==> src/rvc_pkg.sv <==
// rvc shared definitions
// opcodes, funct codes, register numbers, compressed formats and the
// stage structs of the compressed-instruction expander

package rvc_pkg;

  // ----------------------------------------
  // rv32i words and major opcodes
  // ----------------------------------------
  typedef logic [31:0] instr_t;

  localparam logic [6:0] opc_op_imm = 7'b0010011;
  localparam logic [6:0] opc_op     = 7'b0110011;
  localparam logic [6:0] opc_lui    = 7'b0110111;
  localparam logic [6:0] opc_load   = 7'b0000011;
  localparam logic [6:0] opc_store  = 7'b0100011;
  localparam logic [6:0] opc_branch = 7'b1100011;
  localparam logic [6:0] opc_jal    = 7'b1101111;
  localparam logic [6:0] opc_jalr   = 7'b1100111;

  localparam instr_t ebreak_word = 32'h0010_0073;

  // quadrant of a fetch word, taken from its low two bits
  typedef enum logic [1:0] {
    quad_c0   = 2'b00,
    quad_c1   = 2'b01,
    quad_c2   = 2'b10,
    quad_none = 2'b11
  } quadrant_e;

  // ----------------------------------------
  // quadrant-local funct3 codes
  // ----------------------------------------
  localparam logic [2:0] f3_c0_addi4spn = 3'b000;
  localparam logic [2:0] f3_c0_lw       = 3'b010;
  localparam logic [2:0] f3_c0_sw       = 3'b110;

  localparam logic [2:0] f3_c1_addi     = 3'b000;
  localparam logic [2:0] f3_c1_jal      = 3'b001;
  localparam logic [2:0] f3_c1_li       = 3'b010;
  localparam logic [2:0] f3_c1_lui      = 3'b011;
  localparam logic [2:0] f3_c1_misc_alu = 3'b100;
  localparam logic [2:0] f3_c1_j        = 3'b101;
  localparam logic [2:0] f3_c1_beqz     = 3'b110;
  localparam logic [2:0] f3_c1_bnez     = 3'b111;

  localparam logic [2:0] f3_c2_slli        = 3'b000;
  localparam logic [2:0] f3_c2_lwsp        = 3'b010;
  localparam logic [2:0] f3_c2_jalr_mv_add = 3'b100;
  localparam logic [2:0] f3_c2_swsp        = 3'b110;

  // register numbers
  localparam logic [4:0] reg_x0 = 5'd0;
  localparam logic [4:0] reg_ra = 5'd1;
  localparam logic [4:0] reg_sp = 5'd2;

  // prefix that turns a 3-bit prime register into x8..x15
  localparam logic [1:0] reg_prime_hi = 2'b01;

  // ----------------------------------------
  // compressed formats, msb first
  // ----------------------------------------
  typedef struct packed {
    logic [3:0] funct4;
    logic [4:0] rd_rs1;
    logic [4:0] rs2;
    logic [1:0] op;
  } cr_t;

  typedef struct packed {
    logic [2:0] funct3;
    logic       imm_hi;
    logic [4:0] rd_rs1;
    logic [4:0] imm_lo;
    logic [1:0] op;
  } ci_t;

  typedef struct packed {
    logic [2:0] funct3;
    logic [5:0] imm;
    logic [4:0] rs2;
    logic [1:0] op;
  } css_t;

  typedef struct packed {
    logic [2:0] funct3;
    logic [7:0] imm;
    logic [2:0] rd_p;
    logic [1:0] op;
  } ciw_t;

  typedef struct packed {
    logic [2:0] funct3;
    logic [2:0] imm_hi;
    logic [2:0] rs1_p;
    logic [1:0] imm_lo;
    logic [2:0] rd_p;
    logic [1:0] op;
  } cl_t;

  typedef struct packed {
    logic [2:0] funct3;
    logic [2:0] imm_hi;
    logic [2:0] rs1_p;
    logic [1:0] imm_lo;
    logic [2:0] rs2_p;
    logic [1:0] op;
  } cs_t;

  // also covers the shift, andi and register alu layouts of quadrant 1
  typedef struct packed {
    logic [2:0] funct3;
    logic       imm_hi;
    logic [1:0] funct2;
    logic [2:0] rs1_p;
    logic [4:0] imm_lo;
    logic [1:0] op;
  } cb_t;

  typedef struct packed {
    logic [2:0]  funct3;
    logic [10:0] target;
    logic [1:0]  op;
  } cj_t;

  typedef union packed {
    cr_t  cr;
    ci_t  ci;
    css_t css;
    ciw_t ciw;
    cl_t  cl;
    cs_t  cs;
    cb_t  cb;
    cj_t  cj;
  } rvc_word_u;

  // ----------------------------------------
  // stage structs
  // ----------------------------------------
  typedef struct packed {
    logic      valid;
    quadrant_e quadrant;
    instr_t    word;
  } fetch_t;

  typedef struct packed {
    instr_t instr;
    logic   illegal;
  } expand_t;

  typedef struct packed {
    logic   valid;
    instr_t instr;
    logic   illegal;
    logic   is_compressed;
  } result_t;

endpackage

==> src/rvc_quadrant0.sv <==
// rvc quadrant 0 expander
// turns c.addi4spn, c.lw and c.sw into rv32i words

`timescale 1ns/1ps

module rvc_quadrant0 (
  input  rvc_pkg::rvc_word_u word_i,
  output rvc_pkg::expand_t   exp_o
);

  import rvc_pkg::*;

  always_comb begin
    exp_o = '0;

    unique case (word_i.ciw.funct3)
      f3_c0_addi4spn: begin
        // addi rd', sp, nzuimm
        exp_o.instr = {2'b00, word_i.ciw.imm[5:2], word_i.ciw.imm[7:6],
                       word_i.ciw.imm[0], word_i.ciw.imm[1], 2'b00,
                       reg_sp, 3'b000, reg_prime_hi, word_i.ciw.rd_p, opc_op_imm};
        // zero immediate is reserved
        exp_o.illegal = (word_i.ciw.imm == 8'h00);
      end

      f3_c0_lw: begin
        // lw rd', uimm(rs1')
        exp_o.instr = {5'b00000, word_i.cl.imm_lo[0], word_i.cl.imm_hi,
                       word_i.cl.imm_lo[1], 2'b00,
                       reg_prime_hi, word_i.cl.rs1_p, 3'b010,
                       reg_prime_hi, word_i.cl.rd_p, opc_load};
      end

      f3_c0_sw: begin
        // sw rs2', uimm(rs1')
        exp_o.instr = {5'b00000, word_i.cs.imm_lo[0], word_i.cs.imm_hi[2],
                       reg_prime_hi, word_i.cs.rs2_p,
                       reg_prime_hi, word_i.cs.rs1_p, 3'b010,
                       word_i.cs.imm_hi[1:0], word_i.cs.imm_lo[1], 2'b00,
                       opc_store};
      end

      // fp loads and stores, zcb and the reserved code
      default: begin
        exp_o.illegal = 1'b1;
      end
    endcase
  end

endmodule

==> config.mk <==
export PLATFORM = sky130hd
export DESIGN_NAME = rvc_quadrant0
export DESIGN_NICKNAME = d
export VERILOG_FILES = /design/src/rvc_pkg.sv /design/src/rvc_quadrant0.sv
export SDC_FILE = /design/constraint.sdc
export NUM_CORES = 1
export LEC_CHECK = 0
export BUFFER_PORTS_ARGS = -buffer_cell sky130_fd_sc_hd__buf_2
export CAP_MARGIN = 20
export CORE_AREA = 4 4 41 43
export DETAILED_ROUTE_END_ITERATION = 16
export DIE_AREA = 0 0 45 47
export MAX_ROUTING_LAYER = met4
export PLACE_DENSITY = 0.71
export SLEW_MARGIN = 20
export SYNTH_ARGS = -nofsm -noshare
export SYNTH_HDL_FRONTEND = slang
export SYNTH_SLANG_ARGS = --single-unit
==> constraint.sdc <==
create_clock -name vclk -period 0.8
set_input_delay 0.08 -clock vclk [all_inputs]
set_output_delay 0.08 -clock vclk [all_outputs]
set_load 0.02 [all_outputs]
# After elaboration in Yosys (flattened, before gate mapping)
# Cells that the tools add are included.
[totals] word_cells=7 register_bits=0 input_bits=16 output_inout_bits=33
[op_classes] n_reduce_logical=3 muxes=2 n_eq_ne=2
[op_table] operator="$pmux 30 s3" count=1
[op_table] operator="$logic_not 8->1" count=1
[op_table] operator="$eq 3x2->1 const B" count=1
[op_table] operator="$eq 3x3->1 const B" count=1
[op_table] operator="$logic_not 3->1" count=1
[op_table] operator="$pmux 1 s2" count=1
[op_table] operator="$reduce_or 2->1" count=1

# Logic depth before layout (Yosys ltp)
[logic_depth] depth_word=3 depth_mapped=4 depth_no_buf=3

# Least setup slack after synthesis
# OpenSTA, ideal clock, no wires.
[synth_path] path_kind="input -> output" startpoint="in word_i[13] in the netlist's numbering" endpoint="out exp_o[27] in the netlist's numbering" path_stages=3 path_buffers=1 t_required_ns=0.720 slack_ns=-0.189 arrival_ns=0.909 cell_sequence="buf_2 -> nor3_4 -> a22o_1"
[synth_lines] item="from (decl)" line_no="rvc_quadrant0.sv:7" text="input rvc_pkg::rvc_word_u word_i,"
[synth_lines] item="to (decl)" line_no="rvc_quadrant0.sv:8" text="output rvc_pkg::expand_t exp_o"

==> results.json <==
{
  "status": "finished with violations",
  "violations": "setup timing",
  "port_buffers": 39,
  "tns_ns": -0.677,
  "die_w_um": 45,
  "yosysSeqAreaShare": 0,
  "cp_top_family": "simple AND/OR/NAND/NOR gates",
  "crit_type": "input port to primary output",
  "synth_xor_xnor_area_share": 0,
  "drc": 0,
  "core.rowCount": 13,
  "cp-end-kind": "primary output",
  "finalHoldViolCount": 0,
  "hold_buffers": 0,
  "power_leakage_nw": 0.437,
  "slowest_delay_ns": 0.31,
  "rsz0062_at_grt": "true",
  "synthMuxAreaShare": 0,
  "drt_pre_antenna_iters": 4,
  "postRouteAntennaNets": 0,
  "worstPathArrival_ns": 0.82,
  "ff_latch_area_um2": 0,
  "yosysWarnings": 0,
  "p_per_area_nw_per_um2": 609,
  "slew_viol_final": 0,
  "cap_violations": 0,
  "post_dp_cell_area_um2": 574,
  "io_pins": 49,
  "use_met3": 0.0307,
  "crit_path_top_delay_cell": "nor3_4",
  "path_buf_inv": 2,
  "synth_fa_ha_area_frac": 0,
  "routed-via-count": 515,
  "fin_nets": 116,
  "grtUsageMet1": 0.133,
  "final_core_util": 0.634,
  "finalPower_mw": 0.502,
  "clock_buffers": 0,
  "peakVddDrop_mv": 0.257,
  "clock.fmax_mhz": 1110,
  "overflow": 0,
  "viasPerCell": 4.56,
  "synth-simple-area-share": 0.536,
  "postSynthAreaPerCell_um2": 6.38,
  "dieArea_um2": 2120,
  "start_kind": "input port",
  "wl_mm": 1.52,
  "antenna_found_initial": 0,
  "hp-class": "input port to primary output",
  "synth_top_family_by_area": "simple AND/OR/NAND/NOR gates",
  "grt.busiest_layer": "met2",
  "cp_data_required_time_ns": 0.72,
  "synth-compound-area-share": 0.160,
  "grt_usage": 0.125,
  "design.seq.count": 0,
  "cp_cell_sequence": "buf_8 -> nor3_4 -> and2_2 -> buf_4",
  "antenna_cells": 0,
  "fin_crit_sh": 1.13,
  "cp_max_fo": 7,
  "die_y_um": 47,
  "fin_area_um2": 825,
  "drive_gt1_frac": 0.806,
  "avgRoutedWirePerCell_um": 13.5,
  "drtIter0Drc": 12,
  "grt_pass1_vias": 449,
  "setup_violations": 11,
  "finalCriticalPeriod_ns": 0.904,
  "initial_core_util": 0.240,
  "area_growth_pct": 164,
  "core-area_um2": 1300,
  "setup_ws_ns": -0.104,
  "dp_hpwl_um": 960,
  "gp_congestion": 0.686,
  "grt_pass1_wl_mm": 1.95,
  "netlist_area_um2": 313,
  "synthCells": 49,
  "met2_usage": 0.232,
  "synth_cell_types": 18,
  "grt_start_max_net_pins": 13,
  "place_ws_ns": -0.162
}
## cells in the final DEF (no fill, tap or decap), types with 2 or more instances in the layout
cell and n:
a21oi_1 2, a21oi_2 2, and2_1 3, and2_4 6
and3_2 3, buf_2 20, buf_4 12, buf_6 19
buf_8 2, conb_1 8, nand2_1 2, nand2b_4 2
nand3_1 2, nor2_4 3, nor4_4 2
## where the power goes
group	internal [mW]	leakage (nW)	total, mW	switching (mW)
Clock	0	0	0	0
Combinational	0.234	0.437	0.502	0.268
Sequential	0	0	0	0
Total	0.234	0.437	0.502	0.268
## stage by stage
step,hold slack (ns),instances
2_1_floorplan,0.207,56
3_3_place_gp,0.491,109
3_5_place_dp,0.499,109
4_1_cts,0.475,113
5_1_grt,0.499,113
6_report,0.487,113
## timing repair
item	in CTS	in global routing
hold endpoints to repair	0	0
gates cloned	1	0
endpoints found under the setup margin	24	21
gates resized for setup	45	17
setup buffers	3	0
pin swaps	9	10
## cell type report
class                           count  area [um^2]
Fill cell                          92          477
Inverter                            1         6.26
Multi-Input combinational cell     44          365
Tap cell                           15         18.8
Timing Repair Buffer               53          434
## cells in the mapped netlist (all sizes together)
cell type  number  area, um^2
nor3            1        16.3
a22o            1        8.76
a21oi           5        28.8
and2           10        62.6
nand2b          2        12.5
nor2            3        18.8
a21o            1        7.51
and3            3        18.8
nor4            2        12.5
conb            1        3.75
nand2           3        11.3
inv             1        3.75
o21ai           1        5.00
nand3           3        15.0
buf            12        87.6
## logic make-up after synthesis
| logic type | Yosys count |
|---|---|
| buffers and inverters | 13 |
| other | 1 |
| AO/OA/AOI/OAI | 8 |
| AND/OR/NAND/NOR | 27 |
## metal layers
| layer | vias to the layer above | part of all wire |
|---|---|---|
| li1 | 246 | - |
| met1 | 230 | 0.39 |
| met2 | 35 | 0.45 |
| met3 | 4 | 0.14 |
| met4 | 0 | 0.018 |
| met5 | - | 0 |
## path summary, 6_finish.rpt
check / from / to / slack (ns) / cells past startpoint
worst max-delay path: word_i[15] / exp_o[30] / -0.10 / 4
worst min-delay path: word_i[2] / exp_o[8] / 0.49 / 3
Note: power is estimated with default switching activity, not from simulation.
