File: config.mk
export PLATFORM = sky130hd
export DESIGN_NAME = rvc_fetch_reg
export DESIGN_NICKNAME = d
export VERILOG_FILES = /design/src/rvc_pkg.sv /design/src/rvc_fetch_reg.sv
export SDC_FILE = /design/constraint.sdc
export NUM_CORES = 1
export LEC_CHECK = 0
export ABC_AREA = 1
export BUFFER_PORTS_ARGS = -buffer_cell sky130_fd_sc_hd__buf_2
export CAP_MARGIN = 20
export CORE_MARGIN = 2
export CORE_UTILIZATION = 47
export DETAILED_ROUTE_END_ITERATION = 8
export GPL_ROUTABILITY_DRIVEN = 0
export GPL_TIMING_DRIVEN = 0
export HOLD_SLACK_MARGIN = 0.15
export PLACE_DENSITY = 0.86
export SLEW_MARGIN = 20
export SYNTH_ARGS = -nofsm -noshare
export SYNTH_HDL_FRONTEND = slang
export SYNTH_SLANG_ARGS = --single-unit
File: constraint.sdc
create_clock -name clk_i -period 1.6 [get_ports clk_i]
set_clock_uncertainty 0.05 [all_clocks]
set_input_delay 0.16 -clock clk_i [delete_from_list [all_inputs] [get_ports clk_i]]
set_output_delay 0.16 -clock clk_i [all_outputs]
set_load 0.01 [all_outputs]
File: src/rvc_pkg.sv
// rvc shared definitions
// opcodes, funct codes, register numbers, compressed formats and the
// stage structs of the compressed-instruction expander

package rvc_pkg;

  // ----------------------------------------
  // rv32i words and major opcodes
  // ----------------------------------------
  typedef logic [31:0] instr_t;

  localparam logic [6:0] opc_op_imm = 7'b0010011;
  localparam logic [6:0] opc_op     = 7'b0110011;
  localparam logic [6:0] opc_lui    = 7'b0110111;
  localparam logic [6:0] opc_load   = 7'b0000011;
  localparam logic [6:0] opc_store  = 7'b0100011;
  localparam logic [6:0] opc_branch = 7'b1100011;
  localparam logic [6:0] opc_jal    = 7'b1101111;
  localparam logic [6:0] opc_jalr   = 7'b1100111;

  localparam instr_t ebreak_word = 32'h0010_0073;

  // quadrant of a fetch word, taken from its low two bits
  typedef enum logic [1:0] {
    quad_c0   = 2'b00,
    quad_c1   = 2'b01,
    quad_c2   = 2'b10,
    quad_none = 2'b11
  } quadrant_e;

  // ----------------------------------------
  // quadrant-local funct3 codes
  // ----------------------------------------
  localparam logic [2:0] f3_c0_addi4spn = 3'b000;
  localparam logic [2:0] f3_c0_lw       = 3'b010;
  localparam logic [2:0] f3_c0_sw       = 3'b110;

  localparam logic [2:0] f3_c1_addi     = 3'b000;
  localparam logic [2:0] f3_c1_jal      = 3'b001;
  localparam logic [2:0] f3_c1_li       = 3'b010;
  localparam logic [2:0] f3_c1_lui      = 3'b011;
  localparam logic [2:0] f3_c1_misc_alu = 3'b100;
  localparam logic [2:0] f3_c1_j        = 3'b101;
  localparam logic [2:0] f3_c1_beqz     = 3'b110;
  localparam logic [2:0] f3_c1_bnez     = 3'b111;

  localparam logic [2:0] f3_c2_slli        = 3'b000;
  localparam logic [2:0] f3_c2_lwsp        = 3'b010;
  localparam logic [2:0] f3_c2_jalr_mv_add = 3'b100;
  localparam logic [2:0] f3_c2_swsp        = 3'b110;

  // register numbers
  localparam logic [4:0] reg_x0 = 5'd0;
  localparam logic [4:0] reg_ra = 5'd1;
  localparam logic [4:0] reg_sp = 5'd2;

  // prefix that turns a 3-bit prime register into x8..x15
  localparam logic [1:0] reg_prime_hi = 2'b01;

  // ----------------------------------------
  // compressed formats, msb first
  // ----------------------------------------
  typedef struct packed {
    logic [3:0] funct4;
    logic [4:0] rd_rs1;
    logic [4:0] rs2;
    logic [1:0] op;
  } cr_t;

  typedef struct packed {
    logic [2:0] funct3;
    logic       imm_hi;
    logic [4:0] rd_rs1;
    logic [4:0] imm_lo;
    logic [1:0] op;
  } ci_t;

  typedef struct packed {
    logic [2:0] funct3;
    logic [5:0] imm;
    logic [4:0] rs2;
    logic [1:0] op;
  } css_t;

  typedef struct packed {
    logic [2:0] funct3;
    logic [7:0] imm;
    logic [2:0] rd_p;
    logic [1:0] op;
  } ciw_t;

  typedef struct packed {
    logic [2:0] funct3;
    logic [2:0] imm_hi;
    logic [2:0] rs1_p;
    logic [1:0] imm_lo;
    logic [2:0] rd_p;
    logic [1:0] op;
  } cl_t;

  typedef struct packed {
    logic [2:0] funct3;
    logic [2:0] imm_hi;
    logic [2:0] rs1_p;
    logic [1:0] imm_lo;
    logic [2:0] rs2_p;
    logic [1:0] op;
  } cs_t;

  // also covers the shift, andi and register alu layouts of quadrant 1
  typedef struct packed {
    logic [2:0] funct3;
    logic       imm_hi;
    logic [1:0] funct2;
    logic [2:0] rs1_p;
    logic [4:0] imm_lo;
    logic [1:0] op;
  } cb_t;

  typedef struct packed {
    logic [2:0]  funct3;
    logic [10:0] target;
    logic [1:0]  op;
  } cj_t;

  typedef union packed {
    cr_t  cr;
    ci_t  ci;
    css_t css;
    ciw_t ciw;
    cl_t  cl;
    cs_t  cs;
    cb_t  cb;
    cj_t  cj;
  } rvc_word_u;

  // ----------------------------------------
  // stage structs
  // ----------------------------------------
  typedef struct packed {
    logic      valid;
    quadrant_e quadrant;
    instr_t    word;
  } fetch_t;

  typedef struct packed {
    instr_t instr;
    logic   illegal;
  } expand_t;

  typedef struct packed {
    logic   valid;
    instr_t instr;
    logic   illegal;
    logic   is_compressed;
  } result_t;

endpackage

File: src/rvc_fetch_reg.sv
// rvc fetch register
// captures the incoming fetch word with its strobe and classifies the
// quadrant once for the rest of the pipeline

`timescale 1ns/1ps

module rvc_fetch_reg (
  input  logic            clk_i,
  input  logic            arst_n_i,
  input  logic            valid_i,
  input  rvc_pkg::instr_t instr_i,
  output rvc_pkg::fetch_t fetch_o
);

  import rvc_pkg::*;

  fetch_t fetch_q;

  always_ff @(posedge clk_i or negedge arst_n_i) begin
    if (!arst_n_i) begin
      fetch_q <= '0;
    end else begin
      fetch_q.valid <= valid_i;
      // word and quadrant hold between strobes
      if (valid_i) begin
        fetch_q.quadrant <= quadrant_e'(instr_i[1:0]);
        fetch_q.word     <= instr_i;
      end
    end
  end

  assign fetch_o = fetch_q;

  // the strobe drives both later stages, an x here would spread through them
  a_valid_known: assert property (@(posedge clk_i) disable iff (!arst_n_i)
    !$isunknown(fetch_o.valid))
    else $error("fetch valid is unknown");

endmodule

Word-level counts from Yosys, hierarchy flattened --
Index checks and enable logic that the tools add are counted.
Word-level totals: input port bits 35, flip-flop bits (word level) 35, output and inout bits 35, bits in read-only memories 0, bits in latches 0, logic and storage cells 3, memories kept 0, RAM bits 0
Cells by class: $lt $le $gt $ge 0, mux-type cells 0, bitwise logic cells 0, shift-type cells 0, $add $sub $neg 0, $mul 0, divide/modulo/power cells 0, reduce and logical (&&, ||, !) cells 0, equality and inequality tests 0

Logic depth before layout (Yosys ltp) --
depth after elaboration 0, mapped depth 5

Least setup slack after synthesis --
Ideal clock, no wire load.
kind reg2out, start point register, netlist name fetch_o[0], end point output fetch_o[32] (netlist name), cell stages (with the launch flop) 2, data required time 1390 ps, arrival 564 ps, slack 826 ps, cells stage by stage dfrtp_1 > buf_4
RTL lines:
- end: declaration | RTL line rvc_fetch_reg.sv:12 | output rvc_pkg::fetch_t fetch_o

==> metrics.log <==
INFO  metric gr-usage-met1 = 24.01%
INFO  metric syn2layout_area_growth = 58.03%
INFO  metric crit_chain = buf_4 -> buf_2
INFO  metric cp.buffers_inverters = 2
INFO  metric synth_seq_area_share = 61.97%
INFO  metric worst_path_top_cell_family_by_delay = flip-flops
INFO  metric antenna_found_initial = 0
INFO  metric nFillCells = 183
INFO  metric first_pass_grt_wire_length = 5.485 mm
INFO  metric timing.critical_path.fanout_max = 3
INFO  metric critical_path_required = 1.39 ns
INFO  metric design.portCount = 70
INFO  metric placeableCoreArea = 2734 um^2
INFO  metric largest_net_degree_at_the_start_of_global_routing = 34
INFO  metric synth_largest_type_area_fraction = 61.97%
INFO  metric cp_slowest_cell = dfrtp_1
INFO  metric worst_slew_margin_rel = 52.64%
INFO  metric setup-violations-final = 0
INFO  metric via_count = 1226
INFO  metric htree_num_levels = 2
INFO  metric critical_path.startpoint_type = flip-flop
INFO  metric post_route_worst_setup_slack = 0.3818 ns
INFO  metric cts.repair.resized = 0
INFO  metric clkLatencyLatePin = 0.32 ns
INFO  metric grt-busiest-layer = met2
INFO  metric largest_register_ff_count = 33
INFO  metric status = complete, no violations
INFO  metric crit-reg2reg-capture = fetch_o[24]
INFO  metric post_synth_instance_area = 1333 um^2
INFO  metric fmax = 820.9 MHz
INFO  metric place_area = 1717 um^2
INFO  metric cts.root.buffer_cell = clkbuf_4
INFO  metric tritoncts_num_sinks = 33
INFO  metric drt_first_iter_violations = 42
INFO  metric overflow = 0
INFO  metric syn_inst = 139
INFO  metric hpwl_after_detailed_placement = 1.953 mm
INFO  metric multi_input_area = 385.4 um^2
INFO  metric rr_startpoint = fetch_o[24]
INFO  metric yosys.cell_types.count = 8
INFO  metric synthesis.area_per_instance = 9.587 um^2
INFO  metric timing.critical_path.to_type = output port
INFO  metric worst-endpoint-arrival = 1.01 ns
INFO  metric postCtsSetupBuffers = 0
INFO  metric tritoncts_clock_tree = done
INFO  metric initial_utilization = 48.74%
INFO  metric antenna_left = 0
INFO  metric diode_count = 0
INFO  metric drv.max_cap_violation_count = 0
INFO  metric leakage = 1.200 nW
INFO  metric ff2ff_setup_slack = 0.92 ns
INFO  metric routed_wirelength = 3.405 mm
INFO  metric via_per_inst = 4.363
INFO  metric grt_pass1_vias = 1266
INFO  metric grt.met3_usage = 8.163%
INFO  metric min_path_type = primary input to async pin
INFO  metric final_cell_area = 2106 um^2
INFO  metric slowest_delay = 0.42 ns
INFO  metric worst_slew_pin_slew = 0.7104 ns
INFO  metric cts-buffers-inserted = 5
INFO  metric clockBufferDepth = 2
INFO  metric synth_top_cells_by_area = dfrtp_1 62%, nand2_1 24%, nand2_2 4.7%
INFO  metric groute.layer.met2.usage = 41.54%
INFO  metric grt.total_usage = 22.83%
INFO  metric slew_viol_final = 0
INFO  metric power.total = 1.755 mW
INFO  metric finalHoldViolations = 0
INFO  metric path_clk_slew = 0.09 ns
INFO  metric floorplan.die_area = 3277 um^2
INFO  metric floorplan.rows = 19
INFO  metric post-route-period-util = 76.14%
INFO  metric reg2regPathDepth = 2
INFO  metric num-nets-final = 284
INFO  metric count_of_unresolved_drc_violations_after_routing = 0
INFO  metric setup_tns = 0 ns
INFO  metric detailedPlace.worstSlack = 0.7259 ns
INFO  metric final_layout_size_suffix_gt1_share = 37.60%
INFO  metric postSynthNetCount = 174
INFO  metric critPathKind = flip-flop to output port
INFO  metric post-synth-top-area-cell = dfrtp_1
INFO  metric crit_startpoint = fetch_o[1]
INFO  metric ff_latch_area = 825.8 um^2
INFO  metric max-vdd-ir-drop = 0.0008995 V
INFO  metric die_y = 57.25 um
INFO  metric io_buffer_count = 69
INFO  metric grt_setup_unrepaired = false
INFO  metric postSynthRegisterBits = 33
INFO  metric die-width = 57.25 um
INFO  metric powerDensity = 833.4 nW/um^2
INFO  metric firstDrtPassIters = 4
INFO  metric detail_route.wl_per_cell = 12.12 um
INFO  metric ys_warn_count = 0
INFO  metric layout_min_cycle_time = 1.218 ns
-- cell usage after synthesis (all sizes together) --
library cell and count:
buf 6, clkbuf 3, dfrtp 33, inv 1
nand2 96
-- worst max-delay path by stage --
stage	end	slack (ns)	cells after the start
after floorplan	fetch_o[32]	0.83	1
after global placement	fetch_o[0]	0.75	5
after detailed placement	fetch_o[24]	0.73	6
after CTS	fetch_o[33]	0.38	2
after global routing	fetch_o[32]	0.33	2
final	fetch_o[33]	0.38	2
-- per-stage QoR --
| stage | utilization (%) | instances | hold WS, ns |
|---|---|---|---|
| floorplan | - | 139 | -0.1856 |
| global placement | 62.79 | 239 | 0.2005 |
| detailed placement | 62.79 | 239 | 0.1995 |
| CTS | 77.03 | 281 | 0.3783 |
| global route | 77.03 | 281 | 0.4345 |
| finish | 77.03 | 281 | 0.3779 |
-- layer usage --
| metal | vias to the layer above | wire length, um |
|---|---|---|
| li1 | 628 | - |
| met1 | 541 | 1357 |
| met2 | 50 | 1754 |
| met3 | 7 | 227 |
| met4 | 0 | 65 |
| met5 | - | 0 |
-- cells in the final DEF (no fill, tap or decap) --
cell and count:
dfrtp_1 33, nand2_1 86, buf_12 1, dlygate4sd3_1 34, buf_4 2, buf_2 69
inv_8 1, nand2_2 10, buf_6 3, clkbuf_8 3, clkbuf_1 3, clkbuf_4 5
-- cells by family (layout without fill, tap and decap cells) --
group	after synthesis	count (layout)	share of synthesized area (%)
flops	33	33	61.97
buf+inv	10	121	9.108
simple gates	96	96	28.92
-- report_power, final --
part | switching, mW | internal, mW | total, mW
combinational | 0.180 | 0.197 | 0.377
clock | 0.253 | 0.175 | 0.428
sequential | 0.0430 | 0.906 | 0.949
-- area by class of cell --
class | instances | share of cell area, %
clock buffers | 8 | 2.317
well taps | 31 | 1.842
repair buffers | 103 | 32.56
plain buffers | 9 | 5.229
multi-input cells | 96 | 18.30
flip-flops and latches | 33 | 39.22
inverters | 1 | 0.5348
-- repair_timing --
item	4_1_cts	5_1_grt
endpoints found under the hold margin	66	0
setup endpoints to repair	0	0
hold buffers	34	0
Note: power is estimated with default switching activity, not from simulation.
