===== config.mk =====
export PLATFORM = sky130hd
export DESIGN_NAME = rvc_result_reg
export DESIGN_NICKNAME = d
export VERILOG_FILES = /design/src/rvc_pkg.sv /design/src/rvc_result_reg.sv
export SDC_FILE = /design/constraint.sdc
export NUM_CORES = 1
export LEC_CHECK = 0
export ABC_AREA = 1
export BUFFER_PORTS_ARGS = -buffer_cell sky130_fd_sc_hd__buf_2
export CORE_MARGIN = 8
export CORE_UTILIZATION = 43
export CTS_CLUSTER_DIAMETER = 40
export DETAILED_ROUTE_END_ITERATION = 7
export PLACE_DENSITY = 0.86
export SLEW_MARGIN = 15
export SYNTH_ARGS = -nofsm -noshare
export SYNTH_HDL_FRONTEND = slang
export SYNTH_SLANG_ARGS = --single-unit

===== constraint.sdc =====
create_clock -name clk_i -period 1.4 [get_ports clk_i]
set_clock_uncertainty 0.15 [all_clocks]
set_input_delay 0.35 -clock clk_i [delete_from_list [all_inputs] [get_ports clk_i]]
set_output_delay 0.35 -clock clk_i [all_outputs]
set_load 0.01 [all_outputs]

===== src/rvc_pkg.sv =====
// rvc shared definitions
// opcodes, funct codes, register numbers, compressed formats and the
// stage structs of the compressed-instruction expander

package rvc_pkg;

  // ----------------------------------------
  // rv32i words and major opcodes
  // ----------------------------------------
  typedef logic [31:0] instr_t;

  localparam logic [6:0] opc_op_imm = 7'b0010011;
  localparam logic [6:0] opc_op     = 7'b0110011;
  localparam logic [6:0] opc_lui    = 7'b0110111;
  localparam logic [6:0] opc_load   = 7'b0000011;
  localparam logic [6:0] opc_store  = 7'b0100011;
  localparam logic [6:0] opc_branch = 7'b1100011;
  localparam logic [6:0] opc_jal    = 7'b1101111;
  localparam logic [6:0] opc_jalr   = 7'b1100111;

  localparam instr_t ebreak_word = 32'h0010_0073;

  // quadrant of a fetch word, taken from its low two bits
  typedef enum logic [1:0] {
    quad_c0   = 2'b00,
    quad_c1   = 2'b01,
    quad_c2   = 2'b10,
    quad_none = 2'b11
  } quadrant_e;

  // ----------------------------------------
  // quadrant-local funct3 codes
  // ----------------------------------------
  localparam logic [2:0] f3_c0_addi4spn = 3'b000;
  localparam logic [2:0] f3_c0_lw       = 3'b010;
  localparam logic [2:0] f3_c0_sw       = 3'b110;

  localparam logic [2:0] f3_c1_addi     = 3'b000;
  localparam logic [2:0] f3_c1_jal      = 3'b001;
  localparam logic [2:0] f3_c1_li       = 3'b010;
  localparam logic [2:0] f3_c1_lui      = 3'b011;
  localparam logic [2:0] f3_c1_misc_alu = 3'b100;
  localparam logic [2:0] f3_c1_j        = 3'b101;
  localparam logic [2:0] f3_c1_beqz     = 3'b110;
  localparam logic [2:0] f3_c1_bnez     = 3'b111;

  localparam logic [2:0] f3_c2_slli        = 3'b000;
  localparam logic [2:0] f3_c2_lwsp        = 3'b010;
  localparam logic [2:0] f3_c2_jalr_mv_add = 3'b100;
  localparam logic [2:0] f3_c2_swsp        = 3'b110;

  // register numbers
  localparam logic [4:0] reg_x0 = 5'd0;
  localparam logic [4:0] reg_ra = 5'd1;
  localparam logic [4:0] reg_sp = 5'd2;

  // prefix that turns a 3-bit prime register into x8..x15
  localparam logic [1:0] reg_prime_hi = 2'b01;

  // ----------------------------------------
  // compressed formats, msb first
  // ----------------------------------------
  typedef struct packed {
    logic [3:0] funct4;
    logic [4:0] rd_rs1;
    logic [4:0] rs2;
    logic [1:0] op;
  } cr_t;

  typedef struct packed {
    logic [2:0] funct3;
    logic       imm_hi;
    logic [4:0] rd_rs1;
    logic [4:0] imm_lo;
    logic [1:0] op;
  } ci_t;

  typedef struct packed {
    logic [2:0] funct3;
    logic [5:0] imm;
    logic [4:0] rs2;
    logic [1:0] op;
  } css_t;

  typedef struct packed {
    logic [2:0] funct3;
    logic [7:0] imm;
    logic [2:0] rd_p;
    logic [1:0] op;
  } ciw_t;

  typedef struct packed {
    logic [2:0] funct3;
    logic [2:0] imm_hi;
    logic [2:0] rs1_p;
    logic [1:0] imm_lo;
    logic [2:0] rd_p;
    logic [1:0] op;
  } cl_t;

  typedef struct packed {
    logic [2:0] funct3;
    logic [2:0] imm_hi;
    logic [2:0] rs1_p;
    logic [1:0] imm_lo;
    logic [2:0] rs2_p;
    logic [1:0] op;
  } cs_t;

  // also covers the shift, andi and register alu layouts of quadrant 1
  typedef struct packed {
    logic [2:0] funct3;
    logic       imm_hi;
    logic [1:0] funct2;
    logic [2:0] rs1_p;
    logic [4:0] imm_lo;
    logic [1:0] op;
  } cb_t;

  typedef struct packed {
    logic [2:0]  funct3;
    logic [10:0] target;
    logic [1:0]  op;
  } cj_t;

  typedef union packed {
    cr_t  cr;
    ci_t  ci;
    css_t css;
    ciw_t ciw;
    cl_t  cl;
    cs_t  cs;
    cb_t  cb;
    cj_t  cj;
  } rvc_word_u;

  // ----------------------------------------
  // stage structs
  // ----------------------------------------
  typedef struct packed {
    logic      valid;
    quadrant_e quadrant;
    instr_t    word;
  } fetch_t;

  typedef struct packed {
    instr_t instr;
    logic   illegal;
  } expand_t;

  typedef struct packed {
    logic   valid;
    instr_t instr;
    logic   illegal;
    logic   is_compressed;
  } result_t;

endpackage


===== src/rvc_result_reg.sv =====
// rvc result register
// picks the expansion for the stored quadrant, passes illegal and
// uncompressed words through unchanged and registers the result

`timescale 1ns/1ps

module rvc_result_reg (
  input  logic             clk_i,
  input  logic             arst_n_i,
  input  rvc_pkg::fetch_t  fetch_i,
  input  rvc_pkg::expand_t exp_q0_i,
  input  rvc_pkg::expand_t exp_q1_i,
  input  rvc_pkg::expand_t exp_q2_i,
  output rvc_pkg::result_t result_o
);

  import rvc_pkg::*;

  expand_t sel;
  result_t result_d;
  result_t result_q;

  // ----------------------------------------
  // select and passthrough
  // ----------------------------------------
  always_comb begin
    result_d               = '0;
    result_d.valid         = fetch_i.valid;
    result_d.is_compressed = 1'b1;

    unique case (fetch_i.quadrant)
      quad_c0: sel = exp_q0_i;
      quad_c1: sel = exp_q1_i;
      quad_c2: sel = exp_q2_i;
      default: begin
        sel                    = '{instr: fetch_i.word, illegal: 1'b0};
        result_d.is_compressed = 1'b0;
      end
    endcase

    result_d.illegal = sel.illegal;
    // an illegal word goes out as fetched
    result_d.instr   = sel.illegal ? fetch_i.word : sel.instr;
  end

  always_ff @(posedge clk_i or negedge arst_n_i) begin
    if (!arst_n_i) begin
      result_q <= '0;
    end else begin
      result_q <= result_d;
    end
  end

  assign result_o = result_q;

  // only a compressed word can be flagged by the expanders
  a_illegal_compressed: assert property (@(posedge clk_i) disable iff (!arst_n_i)
    result_o.illegal |-> result_o.is_compressed)
    else $error("illegal flag on an uncompressed word");

endmodule


* After elaboration in Yosys (flattened, before gate mapping) *
Cells that the tools add are included.

word-level totals
  register bits = 35
  output and inout bits = 35
  word-level logic and storage cells = 11

cells by class
  equality and inequality tests = 2
  reduce and logical (&&, ||, !) cells = 2
  multiplexer cells = 3

operators with widths
  operator            count
  $pmux 33 s3         1
  $mux 32             1
  $reduce_or 3->1     1
  $eq 2x1->1 const B  1
  $eq 2x2->1 const B  1
  $logic_not 2->1     1
  $mux 1              1

* Longest topological paths before layout *
Gate-level depths: netlist of the first run.

  depth in word-level cells = 3
  gate-level depth with buffers = 7
  gate-level depth less buffers = 6

* Worst setup path after synthesis of the first run *
No wires, ideal clock.

  kind = in2reg
  start point = in fetch_i[33] (netlist bit)
  end point = reg result_q, in the netlist result_o[10]
  setup time = 0.117 ns
  path slack = 0.118 ns
  arrival time = 1.016 ns
  required time = 1.133 ns
  cell stages on the path = 7
  cell sequence = nor2_2 > nand2_1 > nand3_2 > inv_2 > buf_2 > nand2_1 > nand2_1

RTL lines
  item                    RTL line              RTL
  start: declaration      rvc_result_reg.sv:10  input rvc_pkg::fetch_t fetch_i,
  end signal: assignment  rvc_result_reg.sv:50  result_q <= result_d;
  end: declaration        rvc_result_reg.sv:21  result_t result_q;

* Worst setup path in the final report of the first run *
  start point = reg result_q, in the netlist result_o[33]
  end point = out result_o[33] (netlist bit)

RTL lines
  item              RTL line              RTL
  end: declaration  rvc_result_reg.sv:14  output rvc_pkg::result_t result_o

No word-level cell between the ends.

==> metrics.yaml, run 1 <==
sta:
  worst_slew_pin_slew_ns: 0.2750
  hold_viol: 0
  finalCritPeriodShare_pct: 93.98
  period_needed_ns: 1.316
  slew_violations: 0
  setup_viol: 0
  fmax_mhz: 760.0
  relSlewSlack_pct: 81.67
  hold_slack_ns: 0.02504
  rsz0062_at_grt: "no"
clocking:
  cts_tree: "done"
  clk_pin_slew_worst_paths_ns: 0.08
  clk_path_buf_depth: 2
  root_buffer: "clkbuf_8"
  numCtsBuffers: 5
  cts.sinks: 35
  post_cts_buffers: 0
  ctsHtreeMaxLevel: 2
drt:
  vias: 2972
  first_pass_iters: 5
  drtIter0Drc: 177
  vias_per_cell: 5.223
  route.detailed.drc: 0
  wl_per_cell_um: 15.30
  routed_wl_um: 8703
  final_antenna_net_count: 0
synthesis:
  yosysSeqAreaShare_pct: 39.57
  synth.distinct_cells: 9
  syn_area_um2: 2213
  syn_nets: 465
  synth_cells: 329
  synth_area_leader_cell: "dfrtp_1"
  synth.top_cell.area_share_pct: 39.57
  yosysWarnings: 0
  synth-seq-cells: 35
  avgSynthCellArea_um2: 6.728
  synth_area_leaders: "dfrtp_1 40%, nand3_1 22%, nand2_1 22%"
die:
  die_w_um: 87.75
  die_y_um: 87.75
  fp.dieArea_um2: 7699
  io_pins: 171
  core_area_um2: 5042
  rows: 26
  initial_core_util_pct: 43.90
global_routing:
  grt_use_total_pct: 22.81
  grt_pass1_vias: 3093
  overflow: 0
  grt_pass1_wl_um: 13940
  grt_max_degree: 38
  antenna_found_initial: 0
finish:
  post-route-util_pct: 66.15
  fin_cells: 569
  nNetsFinal: 634
  area_delta_synth_final_pct: 50.71
  drive_above_1_share_pct: 40.68
  mostFrequentLayoutCells: "170 x buf_2, 130 x nand2_1, 98 x nand3_1"
  largest_reg_flops: 35
  num_antenna_cells: 0
  fill_cells: 439
  final_common_cell: "buf_2"
flow_run:
  max_cap_violations: 0
power:
  ir_drop_uv: 553.7
  power_density_nw_per_um2: 903.8
  power.leakage_nw: 1.852
placed_design:
  globalplace.congestion: 0.8112
  dp.cells: 560
  dp_hpwl_um: 7004
  io_buffers: 170
worst_setup_path:
  critical_path.slowest_cell: "dfrtp_1"
  path_delay_family: "flip-flops"
  slowest_delay_ns: 0.38
  crit_required_ns: 0.90
  startpoint_type: "flip-flop"
  timing_worst_setup_path_type: "reg2out"
  worstPathArrival_ns: 0.82
  end_kind: "output pin"
  crit_fanout: 1
  crit_buf_inv: 1
  cp_cell_sequence: "buf_2"
hold_path:
  hold_path.class: "in2reg"
  hold_path_end: "result_o[34]$_DFF_PN0_"
  whs_path_depth: 1
  hold_start: "fetch_i[34]"
status:
  outcome: "finished clean"
## cell type report
class	instances	area, um^2	area share [%]
clock buffer	6	82.58	2.476
clock inverter	2	35.03	1.050
inverter	3	11.26	0.3376
multi-input combinational	262	1195	35.82
sequential	35	875.8	26.26
tap	70	87.58	2.626
timing repair buffer	191	1049	31.43
## per-stage QoR
step | cell area, um^2 | total power (W) | worst slack (ns) | setup TNS, ns
after floorplan | 2213 | 0.001612 | 0.1176 | 0
after global placement | 3208 | 0.002081 | 0.01975 | 0
after detailed placement | 3208 | 0.002104 | -0.02666 | -0.4602
after CTS | 3336 | 0.003044 | 0.07582 | 0
after global routing | 3336 | 0.003199 | 0.05716 | 0
final | 3336 | 0.003015 | 0.08429 | 0
## synth_stat cells (all sizes together)
library cell	number
nand3	99
dfrtp	35
nand2	130
buf	18
inv	3
nand4	32
clkbuf	11
nor2	1
## routing by layer
layer  track usage (%)  vias up  wire [um]
met5                 0        -          0
met4             6.875        0        157
met3             6.098       14        903
met2             41.38      180       4452
met1             25.14     1322       3190
li1                  -     1456          -
## kinds of logic (layout without fill, tap and decap cells)
group | count (synthesis) | after routing | synth area share (%)
DFF | 35 | 35 | 39.57
buffers and inverters | 32 | 202 | 6.444
and+or+nand+nor | 262 | 262 | 53.99
## report_power, final
group | internal [W] | total [W] | switching, W
combinational | 0.000403 | 0.000902 | 0.000500
clock | 0.000576 | 0.000935 | 0.000359
sequential | 0.00114 | 0.00118 | 0.0000407
total | 0.00212 | 0.00301 | 0.000899
## worst max path at each step
stage                                 from  slack [ns]                endpoint  cells after the start
floorplan                      fetch_i[33]        0.12  result_o[10]$_DFF_PN0_                      7
global placement               fetch_i[33]        0.02  result_o[16]$_DFF_PN0_                      8
detailed placement             fetch_i[33]       -0.03  result_o[18]$_DFF_PN0_                      8
CTS                  result_o[7]$_DFF_PN0_        0.08             result_o[7]                      1
global route        result_o[33]$_DFF_PN0_        0.06            result_o[33]                      1
finish              result_o[33]$_DFF_PN0_        0.08            result_o[33]                      1
## what timing repair did
item / in CTS / in global routing
hold endpoints to repair: 8 / 0
hold buffers: 1 / 0
gates resized for setup: 0 / 0
endpoints found under the setup margin: 0 / 0
Power figures use the tool's default switching activity.
==> run 2: changes to the inputs <==
clock period = 1.67 ns   (was 1.4 ns; I/O delays follow)
==> run 2 against run 1 <==
Count of clock-buffer cells in the layout down 1. Power fell by 23%. Routed wire length shrank 0.56%. Global-route usage increased by 0.072 points. Sequential share of layout area grew 0.55 points. Largest power group unchanged.
==> metrics.yaml, run 2 (synthesis results as in run 1) <==
status:
  outcome: "finished clean"
worst_setup_path:
  cp_cell_sequence: "buf_2"
  startpoint_type: "flip-flop"
  critical_path.slowest_cell: "dfrtp_1"
  end_kind: "output pin"
  worstPathArrival_ns: 0.82  # about the same
  path_delay_family: "flip-flops"
  slowest_delay_ns: 0.39  # about the same
  crit_fanout: 1  # unchanged
  crit_required_ns: 1.10  # +0.20 ns
  crit_buf_inv: 1  # unchanged
  timing_worst_setup_path_type: "reg2out"
sta:
  final.setup.tns_ns: 0  # unchanged
  rsz0062_at_grt: "no"
  slew_violations: 0  # unchanged
  period_needed_ns: 1.388
  worst_slew_pin_slew_ns: 0.3739  # +0.09895 ns
  hold_slack_ns: 0.08355  # +0.05850 ns
  fmax_mhz: 720.2
  relSlewSlack_pct: 75.07  # -6.6 points
  hold_viol: 0  # unchanged
  finalCritPeriodShare_pct: 83.14
  setup_viol: 0  # unchanged
global_routing:
  grt_pass1_vias: 3096  # +0.097%
  grt_use_total_pct: 22.89  # +0.072 points
  overflow: 0  # unchanged
  antenna_found_initial: 1  # +1
  grt_max_degree: 38  # unchanged
  grt_pass1_wl_um: 13880  # -0.45%
power:
  power_density_nw_per_um2: 715.1  # -21%
  totalPowerFinal_w: 0.002336  # -23%
  power.leakage_nw: 1.807  # -2.4%
  ir_drop_uv: 360.8  # -35%
die:
  die_w_um: 87.75  # unchanged
  rows: 26  # unchanged
  core_area_um2: 5042  # unchanged
  initial_core_util_pct: 43.90  # unchanged
  io_pins: 171  # unchanged
  fp.dieArea_um2: 7699  # unchanged
  die_y_um: 87.75  # unchanged
clocking:
  clk_pin_slew_worst_paths_ns: 0.07  # about the same
  numCtsBuffers: 5  # unchanged
  root_buffer: "clkbuf_8"
  cts_tree: "done"
  post_cts_buffers: 0  # unchanged
  clk_path_buf_depth: 2  # unchanged
  ctsHtreeMaxLevel: 2  # unchanged
  cts.sinks: 35  # unchanged
flow_run:
  max_cap_violations: 0  # unchanged
finish:
  fill_cells: 468  # +6.6%
  fin_cells: 566  # -0.53%
  post-route-util_pct: 64.79  # -1.4 points
  mostFrequentLayoutCells: "170 x buf_2, 130 x nand2_1, 98 x nand3_1"
  final_common_cell: "buf_2"
  area_delta_synth_final_pct: 47.60
  drive_above_1_share_pct: 40.20  # -0.48 points
  largest_reg_flops: 35  # unchanged
  nNetsFinal: 630  # -0.63%
drt:
  wl_per_cell_um: 15.29  # about the same
  first_pass_iters: 4  # -1
  vias: 2996  # +0.81%
  routed_wl_um: 8654  # -0.56%
  route.detailed.drc: 0  # unchanged
  final_antenna_net_count: 0  # unchanged
  vias_per_cell: 5.293  # +1.3%
  drtIter0Drc: 193  # +9.0%
placed_design:
  dp.cells: 556  # -0.71%
  io_buffers: 170  # unchanged
  dp_hpwl_um: 6737  # -3.8%
  globalplace.congestion: 0.8118  # about the same
hold_path:
  hold_path.class: "in2reg"
[run 2: where the power goes]
group | internal (W) | switching [W] | total (W)
Sequential | 0.000952 | 0.0000319 | 0.000984
Clock | 0.000290 | 0.000317 | 0.000607
Combinational | 0.000327 | 0.000418 | 0.000745
[run 2: per-layer routing]
layer	vias to the layer above	track usage, %	part of all wire [%]
met2	172	40.15	49
li1	1452	-	-
met3	21	5.629	9.3
met4	0	12.34	3.1
met1	1351	24.68	38
met5	-	0	0
[run 2: through the flow]
stage	worst slack [ns]	area (um^2)
6_report	0.2815	3267
5_1_grt	0.2518	3267
4_1_cts	0.2668	3264
3_5_place_dp	0.05951	3166
3_3_place_gp	0.1378	3166
2_1_floorplan	0.3201	2213
[run 2: final cells by class]
class	instances	area (um^2)	share of cell area [%]
antenna	1	2.502	0.07660
clock buffer	5	68.82	2.106
clock inverter	3	20.02	0.6128
inverter	3	11.26	0.3447
multi-input combinational	262	1195	36.58
sequential	35	875.8	26.81
tap	70	87.58	2.681
timing repair buffer	187	1006	30.79
[run 2: what timing repair did]
action                                 in CTS  in global routing
endpoints found under the hold margin      35                  0
hold buffers                                1                  0
resized for setup                           0                  0
[run 2: worst paths after layout]
check / from / endpoint / slack [ns] / depth (start not counted)
worst max-delay path: result_o[7]$_DFF_PN0_ / result_o[7] / 0.28 / 1
min in group asynchronous: arst_n_i / result_o[4]$_DFF_PN0_ / 0.48 / 3
max in group asynchronous: arst_n_i / result_o[17]$_DFF_PN0_ / 0.72 / 3
worst min-delay path: fetch_i[34] / result_o[34]$_DFF_PN0_ / 0.08 / 1
